### config.mk
export PLATFORM = sky130hd
export DESIGN_NAME = pipeline_trace_top
export DESIGN_NICKNAME = d
export VERILOG_FILES = /design/src/hw/rv_isa_pkg.sv /design/src/hw/trace_pkg.sv /design/src/hw/trace_stage_tracker.sv /design/src/hw/trace_cycle_timer.sv /design/src/hw/trace_recorder.sv /design/src/hw/pipeline_trace_top.sv
export VERILOG_INCLUDE_DIRS = /design/src /design/src/include
export SDC_FILE = /design/constraint.sdc
export NUM_CORES = 1
export LEC_CHECK = 0
export BUFFER_PORTS_ARGS = -buffer_cell sky130_fd_sc_hd__buf_2
export CAP_MARGIN = 20
export CORE_MARGIN = 2
export CORE_UTILIZATION = 50
export DETAILED_ROUTE_END_ITERATION = 10
export HOLD_SLACK_MARGIN = 0.06
export PLACE_DENSITY_LB_ADDON = 0.08
export SYNTH_ARGS = -nofsm -noshare
export SYNTH_HDL_FRONTEND = slang
export SYNTH_SLANG_ARGS = --single-unit
export TNS_END_PERCENT = 50
### constraint.sdc
create_clock -name clk -period 9.95 [get_ports clk]
set_input_delay 1.99 -clock clk [delete_from_list [all_inputs] [get_ports clk]]
set_output_delay 1.99 -clock clk [all_outputs]
set_load 0.05 [all_outputs]
### src/include/trace_params.svh
//////////////////////////////////////////////////
// Width definitions for the retirement trace unit
// Included by both packages and by the RTL that sizes ports
//////////////////////////////////////////////////
`ifndef TRACE_PARAMS_SVH
`define TRACE_PARAMS_SVH

// Datapath
`define XLEN          32  // PC and instruction word
`define OPCODE_W      7   // RISC-V major opcode field

// Counters, all saturating except the cycle counter
`define CYCLE_W       32  // Free-running cycle count
`define STALL_W       8   // Per-instruction stall count
`define STALL_TOTAL_W 16  // Total stall cycles
`define COUNT_W       16  // Per-class retire count

// Operation classes
`define NUM_CLASSES   9
`define CLASS_W       4

`endif

### src/hw/rv_isa_pkg.sv
//////////////////////////////////////////////////
// Instruction set view of the trace unit
// Major opcodes and the operation classes they retire as
//////////////////////////////////////////////////
`include "trace_params.svh"

package rv_isa_pkg;

  // RISC-V major opcodes, instr[6:0]
  typedef enum logic [`OPCODE_W-1:0] {
    OP     = 7'b0110011,  // Register-register ALU
    OP_IMM = 7'b0010011,  // Register-immediate ALU
    LOAD   = 7'b0000011,
    STORE  = 7'b0100011,
    BRANCH = 7'b1100011,
    JAL    = 7'b1101111,
    JALR   = 7'b1100111,
    LUI    = 7'b0110111,
    AUIPC  = 7'b0010111,
    SYSTEM = 7'b1110011   // ECALL, EBREAK, CSR access
  } opcode_t;

  // Class recorded in the trace, also the retire counter index
  typedef enum logic [`CLASS_W-1:0] {
    CLS_ALU     = 4'd0,
    CLS_ALU_IMM = 4'd1,
    CLS_LOAD    = 4'd2,
    CLS_STORE   = 4'd3,
    CLS_BRANCH  = 4'd4,
    CLS_JUMP    = 4'd5,   // JAL and JALR
    CLS_UPPER   = 4'd6,   // LUI and AUIPC
    CLS_SYSTEM  = 4'd7,
    CLS_ILLEGAL = 4'd8    // Unknown opcode or low bits not 11
  } op_class_t;

endpackage

### src/hw/trace_pkg.sv
//////////////////////////////////////////////////
// Trace machinery types
// Stage indices of the shadow pipeline and counter widths
//////////////////////////////////////////////////
`include "trace_params.svh"

package trace_pkg;

  // Slot index of the shadow pipeline
  typedef enum logic [2:0] {
    STG_IF  = 3'd0,
    STG_ID  = 3'd1,
    STG_EX  = 3'd2,
    STG_MEM = 3'd3,
    STG_WB  = 3'd4
  } stage_t;

  // Time references
  typedef logic [`CYCLE_W-1:0]       cycle_t;        // Edges since reset release
  typedef logic [`STALL_W-1:0]       stall_cnt_t;    // Stall cycles of one instruction
  typedef logic [`STALL_TOTAL_W-1:0] stall_total_t;  // Stall cycles overall

  // Retire statistics
  typedef logic [`COUNT_W-1:0]       class_count_t;

endpackage

### src/hw/trace_stage_tracker.sv
//////////////////////////////////////////////////
// Shadow pipeline of the five core stages
// Follows fetch and stall, presents the WB slot to the recorder
//////////////////////////////////////////////////
`timescale 1ns/10ps
`include "trace_params.svh"

module trace_stage_tracker
  import trace_pkg::*;
(
  input  logic             clk,
  input  logic             rst_n,
  input  logic             fetch_valid,  // Instruction present this cycle
  input  logic [`XLEN-1:0] fetch_pc,
  input  logic [`XLEN-1:0] fetch_instr,
  input  logic             stall,        // Decode stall level from the core
  output logic             ret_valid,    // WB slot holds an instruction
  output logic [`XLEN-1:0] ret_pc,
  output logic [`XLEN-1:0] ret_instr,
  output stall_cnt_t       ret_stalls
);

  //////////////////////////////////////////////////
  // Slot storage, one entry per stage
  //////////////////////////////////////////////////
  logic             slot_valid  [STG_IF:STG_WB];
  logic [`XLEN-1:0] slot_pc     [STG_IF:STG_WB];
  logic [`XLEN-1:0] slot_instr  [STG_IF:STG_WB];
  stall_cnt_t       slot_stalls [STG_IF:STG_WB];  // Cycles held in IF or ID

  //////////////////////////////////////////////////
  // Valid bits, the only control state
  //////////////////////////////////////////////////
  always_ff @(posedge clk or negedge rst_n) begin
    if (!rst_n) begin
      for (int s = STG_IF; s <= STG_WB; s++) begin
        slot_valid[s] <= 1'b0;  // Pipeline starts empty
      end
    end else begin
      if (!stall) begin
        slot_valid[STG_IF] <= fetch_valid;         // Sample the core's fetch
        slot_valid[STG_ID] <= slot_valid[STG_IF];
        slot_valid[STG_EX] <= slot_valid[STG_ID];
      end else begin
        slot_valid[STG_EX] <= 1'b0;                // Bubble into execute
      end
      // Back end never holds
      slot_valid[STG_MEM] <= slot_valid[STG_EX];
      slot_valid[STG_WB]  <= slot_valid[STG_MEM];
    end
  end

  //////////////////////////////////////////////////
  // Payload movement and stall accounting
  //////////////////////////////////////////////////
  always_ff @(posedge clk or negedge rst_n) begin
    if (!rst_n) begin
      for (int s = STG_IF; s <= STG_WB; s++) begin
        slot_pc[s]     <= '0;
        slot_instr[s]  <= '0;
        slot_stalls[s] <= '0;                      // Counters start at zero
      end
    end else begin
      if (!stall) begin
        slot_pc[STG_IF]     <= fetch_pc;
        slot_instr[STG_IF]  <= fetch_instr;
        slot_stalls[STG_IF] <= '0;                 // Fresh instruction, no stalls yet
        for (int s = STG_ID; s <= STG_EX; s++) begin
          slot_pc[s]     <= slot_pc[s-1];
          slot_instr[s]  <= slot_instr[s-1];
          slot_stalls[s] <= slot_stalls[s-1];
        end
      end else begin
        // IF and ID hold, count the held cycle
        for (int s = STG_IF; s <= STG_ID; s++) begin
          if (slot_valid[s] && slot_stalls[s] != '1) begin
            slot_stalls[s] <= slot_stalls[s] + 1'b1;  // Saturates at all ones
          end
        end
      end
      for (int s = STG_MEM; s <= STG_WB; s++) begin
        slot_pc[s]     <= slot_pc[s-1];
        slot_instr[s]  <= slot_instr[s-1];
        slot_stalls[s] <= slot_stalls[s-1];
      end
    end
  end

  // Retiring slot straight out of WB
  assign ret_valid  = slot_valid[STG_WB];
  assign ret_pc     = slot_pc[STG_WB];
  assign ret_instr  = slot_instr[STG_WB];
  assign ret_stalls = slot_stalls[STG_WB];

endmodule

### src/hw/trace_cycle_timer.sv
//////////////////////////////////////////////////
// Time references of the trace
// Free-running cycle count and saturating stall total
//////////////////////////////////////////////////
`timescale 1ns/10ps

module trace_cycle_timer
  import trace_pkg::*;
(
  input  logic         clk,
  input  logic         rst_n,
  input  logic         stall,        // Decode stall level
  output cycle_t       cycle_now,    // Zero in the first cycle after reset
  output stall_total_t stall_total   // Stall-high cycles seen so far
);

  // Cycle counter, wraps
  always_ff @(posedge clk or negedge rst_n) begin
    if (!rst_n)
      cycle_now <= '0;
    else
      cycle_now <= cycle_now + 1'b1;
  end

  // Stall total, sticks at full scale
  always_ff @(posedge clk or negedge rst_n) begin
    if (!rst_n)
      stall_total <= '0;
    else if (stall && stall_total != '1)
      stall_total <= stall_total + 1'b1;
  end

endmodule

### src/hw/trace_recorder.sv
//////////////////////////////////////////////////
// Trace record builder
// Classifies each retiring instruction, stamps it with the
// cycle and keeps a retire count per operation class
//////////////////////////////////////////////////
`timescale 1ns/10ps
`include "trace_params.svh"

module trace_recorder
  import rv_isa_pkg::*;
  import trace_pkg::*;
(
  input  logic               clk,
  input  logic               rst_n,
  input  logic               ret_valid,     // WB slot valid
  input  logic [`XLEN-1:0]   ret_pc,
  input  logic [`XLEN-1:0]   ret_instr,
  input  stall_cnt_t         ret_stalls,
  input  cycle_t             cycle_now,
  input  logic [`CLASS_W-1:0] class_sel,    // Which retire count to show
  output logic               trace_valid,   // One-cycle record strobe
  output logic [`XLEN-1:0]   trace_pc,
  output op_class_t          trace_class,
  output cycle_t             trace_cycle,   // Cycle of the WB stage
  output stall_cnt_t         trace_stalls,
  output class_count_t       class_count
);

  op_class_t    ret_class;                  // Class of the WB instruction
  class_count_t class_cnt [`NUM_CLASSES];   // Retire count bank

  //////////////////////////////////////////////////
  // Opcode decode
  //////////////////////////////////////////////////
  function automatic op_class_t decode_class(input logic [`XLEN-1:0] instr);
    opcode_t   opc;
    op_class_t cls;
    opc = opcode_t'(instr[`OPCODE_W-1:0]);
    case (opc)
      OP:          cls = CLS_ALU;
      OP_IMM:      cls = CLS_ALU_IMM;
      LOAD:        cls = CLS_LOAD;
      STORE:       cls = CLS_STORE;
      BRANCH:      cls = CLS_BRANCH;
      JAL, JALR:   cls = CLS_JUMP;
      LUI, AUIPC:  cls = CLS_UPPER;
      SYSTEM:      cls = CLS_SYSTEM;
      default:     cls = CLS_ILLEGAL;  // Reserved or custom opcode
    endcase
    if (instr[1:0] != 2'b11)
      cls = CLS_ILLEGAL;               // Compressed or malformed encoding
    return cls;
  endfunction

  assign ret_class = decode_class(ret_instr);

  //////////////////////////////////////////////////
  // Trace record
  //////////////////////////////////////////////////
  always_ff @(posedge clk or negedge rst_n) begin
    if (!rst_n)
      trace_valid <= 1'b0;
    else
      trace_valid <= ret_valid;  // Pulse, WB holds a slot one cycle
  end

  always_ff @(posedge clk or negedge rst_n) begin
    if (!rst_n) begin
      trace_pc     <= '0;
      trace_class  <= CLS_ALU;     // Encoding zero
      trace_cycle  <= '0;
      trace_stalls <= '0;
    end else if (ret_valid) begin
      trace_pc     <= ret_pc;
      trace_class  <= ret_class;
      trace_cycle  <= cycle_now;   // Value during the WB cycle
      trace_stalls <= ret_stalls;
    end
  end

  //////////////////////////////////////////////////
  // Per-class retire counts
  //////////////////////////////////////////////////
  always_ff @(posedge clk or negedge rst_n) begin
    if (!rst_n) begin
      for (int c = 0; c < `NUM_CLASSES; c++) begin
        class_cnt[c] <= '0;
      end
    end else if (ret_valid && class_cnt[ret_class] != '1) begin
      class_cnt[ret_class] <= class_cnt[ret_class] + 1'b1;  // Saturating
    end
  end

  // Read port, unused select codes read zero
  assign class_count = (int'(class_sel) < `NUM_CLASSES) ? class_cnt[class_sel] : '0;

endmodule

### src/hw/pipeline_trace_top.sv
//////////////////////////////////////////////////
// Retirement trace unit top level
// Attach to the core's fetch and stall, read trace records out
//////////////////////////////////////////////////
`timescale 1ns/10ps
`include "trace_params.svh"

module pipeline_trace_top (
  input  logic                      clk,
  input  logic                      rst_n,
  input  logic                      fetch_valid,
  input  logic [`XLEN-1:0]          fetch_pc,
  input  logic [`XLEN-1:0]          fetch_instr,
  input  logic                      stall,
  input  logic [`CLASS_W-1:0]       class_sel,
  output logic                      trace_valid,
  output logic [`XLEN-1:0]          trace_pc,
  output logic [`CLASS_W-1:0]       trace_class,
  output logic [`CYCLE_W-1:0]       trace_cycle,
  output logic [`STALL_W-1:0]       trace_stalls,
  output logic [`STALL_TOTAL_W-1:0] stall_total,
  output logic [`COUNT_W-1:0]       class_count
);

  // Tracker to recorder
  logic               ret_valid;
  logic [`XLEN-1:0]   ret_pc;
  logic [`XLEN-1:0]   ret_instr;
  logic [`STALL_W-1:0] ret_stalls;
  // Timer to recorder
  logic [`CYCLE_W-1:0] cycle_now;

  trace_stage_tracker u_tracker (
    .clk         (clk),
    .rst_n       (rst_n),
    .fetch_valid (fetch_valid),
    .fetch_pc    (fetch_pc),
    .fetch_instr (fetch_instr),
    .stall       (stall),
    .ret_valid   (ret_valid),
    .ret_pc      (ret_pc),
    .ret_instr   (ret_instr),
    .ret_stalls  (ret_stalls)
  );

  trace_cycle_timer u_timer (
    .clk         (clk),
    .rst_n       (rst_n),
    .stall       (stall),
    .cycle_now   (cycle_now),
    .stall_total (stall_total)
  );

  trace_recorder u_recorder (
    .clk          (clk),
    .rst_n        (rst_n),
    .ret_valid    (ret_valid),
    .ret_pc       (ret_pc),
    .ret_instr    (ret_instr),
    .ret_stalls   (ret_stalls),
    .cycle_now    (cycle_now),
    .class_sel    (class_sel),
    .trace_valid  (trace_valid),
    .trace_pc     (trace_pc),
    .trace_class  (trace_class),  // Enum flattens onto the 4-bit port
    .trace_cycle  (trace_cycle),
    .trace_stalls (trace_stalls),
    .class_count  (class_count)
  );

endmodule

* Yosys cells after proc, flatten, opt, wreduce, memory -nomap -nowiden *
Index checks and enable logic that the tools add are counted.

cells by class
  add/sub/neg operators = 5
  order comparisons = 4
  equal/unequal tests = 17
  multiplexer cells = 16
  bitwise operators = 2
  reductions and logical operators = 7

operators with widths
  kind                                                         count
  bitwise mux 144 bit                                          1
  binary-select mux 16 bit (select 4 bit)                      2
  2-to-1 mux 16 bit                                            7
  demux 16 bit (select 4 bit)                                  1
  adder 16 x 1 -> 16 bit (second input constant)               2
  adder 32 x 1 -> 32 bit (second input constant)               1
  != test 16 bit (second input constant)                       2
  case mux 4 bit (8 select lines)                              1
  == test 7 bit (second input constant)                        4
  == test 7 x 6 -> 1 bit (second input constant)               3
  adder 8 x 1 -> 8 bit (second input constant)                 2
  2-to-1 mux 8 bit                                             2
  != test 8 bit (second input constant)                        2
  == test 7 x 5 -> 1 bit (second input constant)               2
  >= comparator 5 bit (second input constant)                  2
  inverter 4 -> 5 bit                                          2
  == test 7 x 2 -> 1 bit (second input constant)               1
  logical AND 1 bit                                            5
  less-than comparator 5 x 1 -> 1 bit (second input constant)  1
  less-than comparator 4 bit (second input constant)           1
  2-to-1 mux 4 bit                                             1
  != test 2 x 1 -> 1 bit (second input constant)               2
  OR reduction 2 bit                                           2
  != test 2 bit (second input constant)                        1
  2-to-1 mux 1 bit                                             1

word-level totals
  register bits after elaboration = 509
  input port bits = 72
  output and inout bits = 109
  word-level logic and storage cells = 87

* Depth between registers and ports, before layout *
  word-level depth = 10
  mapped depth = 18
  depth with buffers taken out = 12

* By module *
A second synthesis with hierarchy kept.

second synthesis, totals
  cell total of the unflattened synthesis = 1,834
  area total of the unflattened synthesis = 26,852.0 um^2

modules (own cells, without submodules)
  module               instances  cells each  area each (um^2)  sequential area each (um^2)
  trace_stage_tracker  1          764         12,724.7          9,133.8
  trace_recorder       1          868         11,895.2          5,530.3
  trace_cycle_timer    1          202         2,232.1           1,201.2

* Least setup slack after synthesis *
OpenSTA, ideal clock, no wires.

  path kind = input port to output port
  start = input port class_sel[0]
  end = output port class_count[3]
  arrival = 4.959 ns
  data required time = 7.960 ns
  slack = 3.001 ns
  cell stages on the path = 6
  path buffers = 3
  path through = clkbuf_1 clkbuf_1 clkbuf_1 mux4_2 nor2b_1 o31ai_1

on the way
  word-level cells in the longest chain between the ends = 5
  elaborated cells between the ends (all ways) = 6
  those cells by class = order compare (1); mux (4); bitwise (1)

RTL lines
  item                                                  RTL line                  RTL
  from (decl)                                           pipeline_trace_top.sv:15  input logic [`CLASS_W-1:0] class_sel,
  inverter 4 -> 5 bit (implied by the code)             trace_recorder.sv:95      assign class_count = (int'(class_sel) < `NUM_CLASSES) ? class_cnt[class_sel] : '0;
  binary-select mux 16 bit (select 4 bit)               trace_recorder.sv:95
  2-to-1 mux 16 bit (implied by the code) (2 in a row)  trace_recorder.sv:95
  2-to-1 mux 16 bit *                                   trace_recorder.sv:95
  to (decl)                                             pipeline_trace_top.sv:22  output logic [`COUNT_W-1:0] class_count

Every way passes the cells marked *; elsewhere a longest branch is shown, timed or not. The select of a mux whose other input is x is not followed.

* Worst setup path in the final report *
  start = input port class_sel[1]
  end = output port class_count[11]

The elaborated chain is that of the path after synthesis.

==> results.tsv <==
metric	value	unit
commonest cells in the synthesized netlist	dfrtp_1 (509), mux2_2 (344), nand2_1 (105), xnor2_1 (48), nand3_1 (44)	
GRT met1 Usage	29.5	%
final hold vios	0	
Clk Latency, worst-skew pair	600	ps
Initial Util	50.7	%
GR Util met3	5.65	%
Hold-fix buffers, CTS	0	
Post-Synth Adder-Cell Area	0.294	%
via count	12990	
Max-Cap Viols	0	
Synth top area share	59.9	%
total die area	0.0442	mm^2
critical path class	in -> out	
Post-synth EDFFs	0	
Post-Syn Area	0.0213	mm^2
PostCTS Resize Cnt	0	
largest cells by area after synthesis	dfrtp_1 (60%), mux2_2 (18%), mux4_2 (2.2%), xnor2_1 (2.0%), nand2_1 (1.9%)	
worst setup margin	3660	ps
CP Launch Point	class_sel[1]	
DP HPWL	29000	um
antenna violations before repair	4	
outcome	complete, no violations	
Avg WL per Cell	20.7	um
Inserted Clock Buffers	53	
DR iter-0 viols	908	
setup violators final	0	
CTS tree	done	
syn nets	1609	
multiplexer share of the synthesized area	22.8	%
WP data arrival	4300	ps
pre-CTS setup slack	3660	ps
Fin Setup TNS	0	ps
io pins	181	
Max clock buf depth	3	
Slew HR	32.0	%
clk slew on worst S/H paths	60	ps
num rows	75	
Layout Skew	21.7	ps
total track usage	21.8	%
Remaining DRCs	0	
via-per-instance ratio	5.72	
chip width	210	um
Post-Synth XOR/XNOR Area	2.93	%
Final GP Congestion	0.835	
Synth Flop Type	dfrtp_1	
RSZ-0062 raised after global routing	false	
grt met2 use	34.1	%
Final Routed Wirelength	47000	um
pwr dens	242	mW/mm^2
cell area after layout	0.0243	mm^2
drt pass-1 iters	5	
leak pwr	11.3	nW
reg2reg start	u_tracker.ret_instr[4]	
fmax	159	MHz
Clock Sinks	509	
Die Span Y	210	um
Final nets	1772	
Post-DP Area	0.0226	mm^2
Post-synth ARST share	100	%
compound-cell area share of the yosys netlist	4.40	%
simple-gate share of the synthesized area	7.71	%
largest family of logic cells by synthesized area	multiplexers	
Overflow after GRT	0	
final antenna-violating net count	0	
VDD IR-drop max	0.000180	V
Max Slew Vio Count	0	
core box area	0.0419	mm^2
vias in the first global route	13233	
synth unique cells	72	
FF+latch count, synth	509	
min-delay src	u_tracker.slot_pc[46]	
Yosys warnings	0	
layout cells sized above 1	37.4	%
synthesis-to-finish area growth	14.4	%
most common cell in the synthesized netlist	dfrtp_1	
Worst Tran Pin Value	1020	ps
Final Power	5.87	mW
Synth area leader	dfrtp_1	
H-tree Lvls	2	
Port Buffers	155	
worst path required time	7960	ps
fin crit period	6290	ps
clock root buffer master	clkbuf_16	
CP endpoint kind	output pin	
crit path max fanout	22	
Seq/Total Area, Yosys	59.9	%
cell count after synthesis	1532	
postcts setup bufs	0	
Min-Delay Path Class	reg -> reg	
grt peak-use layer	met2	
R2R Setup Slk	4380	ps
first-pass GRT wire length	74800	um
largest net degree at the start of global routing	179	
Syn Area/Cell	13.9	um^2
Final Cycle Share	63.2	%
fin util	57.9	%
crit path launch type	input pin	
-- flip-flops by register name (all words and copies together) (netlist names) --
signal / flops
u_recorder.class_cnt: 144
u_tracker.slot_pc: 128
u_recorder.trace_cycle: 32
u_recorder.trace_pc: 32
u_timer.cycle_now: 32
u_tracker.ret_pc: 32
u_tracker.slot_stalls: 32
u_tracker.slot_instr: 28
u_timer.stall_total: 16
u_recorder.trace_stalls: 8
u_tracker.ret_stalls: 8
u_tracker.ret_instr: 7
u_recorder.trace_class: 4
u_tracker.slot_valid: 4
u_recorder.trace_valid: 1
u_tracker.ret_valid: 1
-- final timing paths --
path / end / cells after the start
max: class_count[11] / 7
min: u_tracker.ret_pc[14] / 0
max reg2reg: u_recorder.class_cnt[120] / 13
min reg2reg: u_tracker.ret_pc[14] / 0
max in group asynchronous: u_recorder.class_cnt[73] / 2
min in group asynchronous: u_recorder.trace_cycle[24] / 1
-- cells by family after synthesis --
family	Yosys count
muxes	412
xor gates and xnor gates	71
and+or+nand+nor	316
adders and majority gates	5
DFF	509
AOI/OAI and AO/OA	133
buffers and inverters	86
-- through the flow --
step           hold WS [ps]  cells
3_3_place_gp            332   2179
6_report                342   2271
2_1_floorplan           331   1532
3_5_place_dp            335   2179
5_1_grt                 350   2269
4_1_cts                 343   2268
-- power breakdown --
group          total [mW]  internal, mW  switching [mW]
Sequential           2.64          2.42           0.218
Combinational        1.31         0.479           0.830
Clock                1.92          1.12           0.802
-- cell type report --
class,count,area (um^2)
clock buffers,74,1540
multi-input cells,937,8120
diodes,3,7.51
well taps,539,674
repair buffers,182,1020
inverters,12,45.0
clock inverters,15,164
flip-flops and latches,509,12700
fillers,3475,17600
-- layout by cell type, fill, tap and decap left out, types with 4 or more instances in the layout --
| cell | instances |
|---|---|
| o31ai_1 | 12 |
| buf_4 | 25 |
| mux2_2 | 344 |
| nor2b_1 | 17 |
| nand3_1 | 44 |
| a21oi_1 | 19 |
| mux2i_1 | 27 |
| mux4_2 | 21 |
| clkbuf_1 | 8 |
| a22oi_1 | 6 |
| nand4_1 | 24 |
| nand2b_1 | 5 |
| clkbuf_16 | 53 |
| xnor2_1 | 48 |
| nor3_1 | 9 |
| nor4_1 | 4 |
| ha_1 | 5 |
| buf_2 | 153 |
| a32oi_1 | 4 |
| clkinv_2 | 10 |
| o21ai_0 | 25 |
| dfrtp_1 | 508 |
| a31oi_1 | 5 |
| a211oi_1 | 12 |
| clkbuf_8 | 13 |
| nand2_1 | 105 |
| and3_1 | 25 |
| xor2_1 | 23 |
| o22ai_1 | 13 |
| mux2_1 | 18 |
| nor2_1 | 42 |
| and4_1 | 8 |
| a211o_1 | 4 |
| and2_1 | 7 |
| inv_1 | 12 |
-- routing by layer --
metal	share of wire [%]	wire length, um	up-vias
li1	-	-	5830
met1	43	20200	6666
met2	46	21800	384
met3	7.4	3500	108
met4	3.3	1570	2
met5	0.028	13	-
-- worst max-delay path: stages --
cell and delay, ps:
buf_2 360, or2_2 600, nor3b_4 450, buf_4 320
nand2_1 80, o31ai_1 130, buf_2 350
Note: power is estimated with default switching activity, not from simulation.
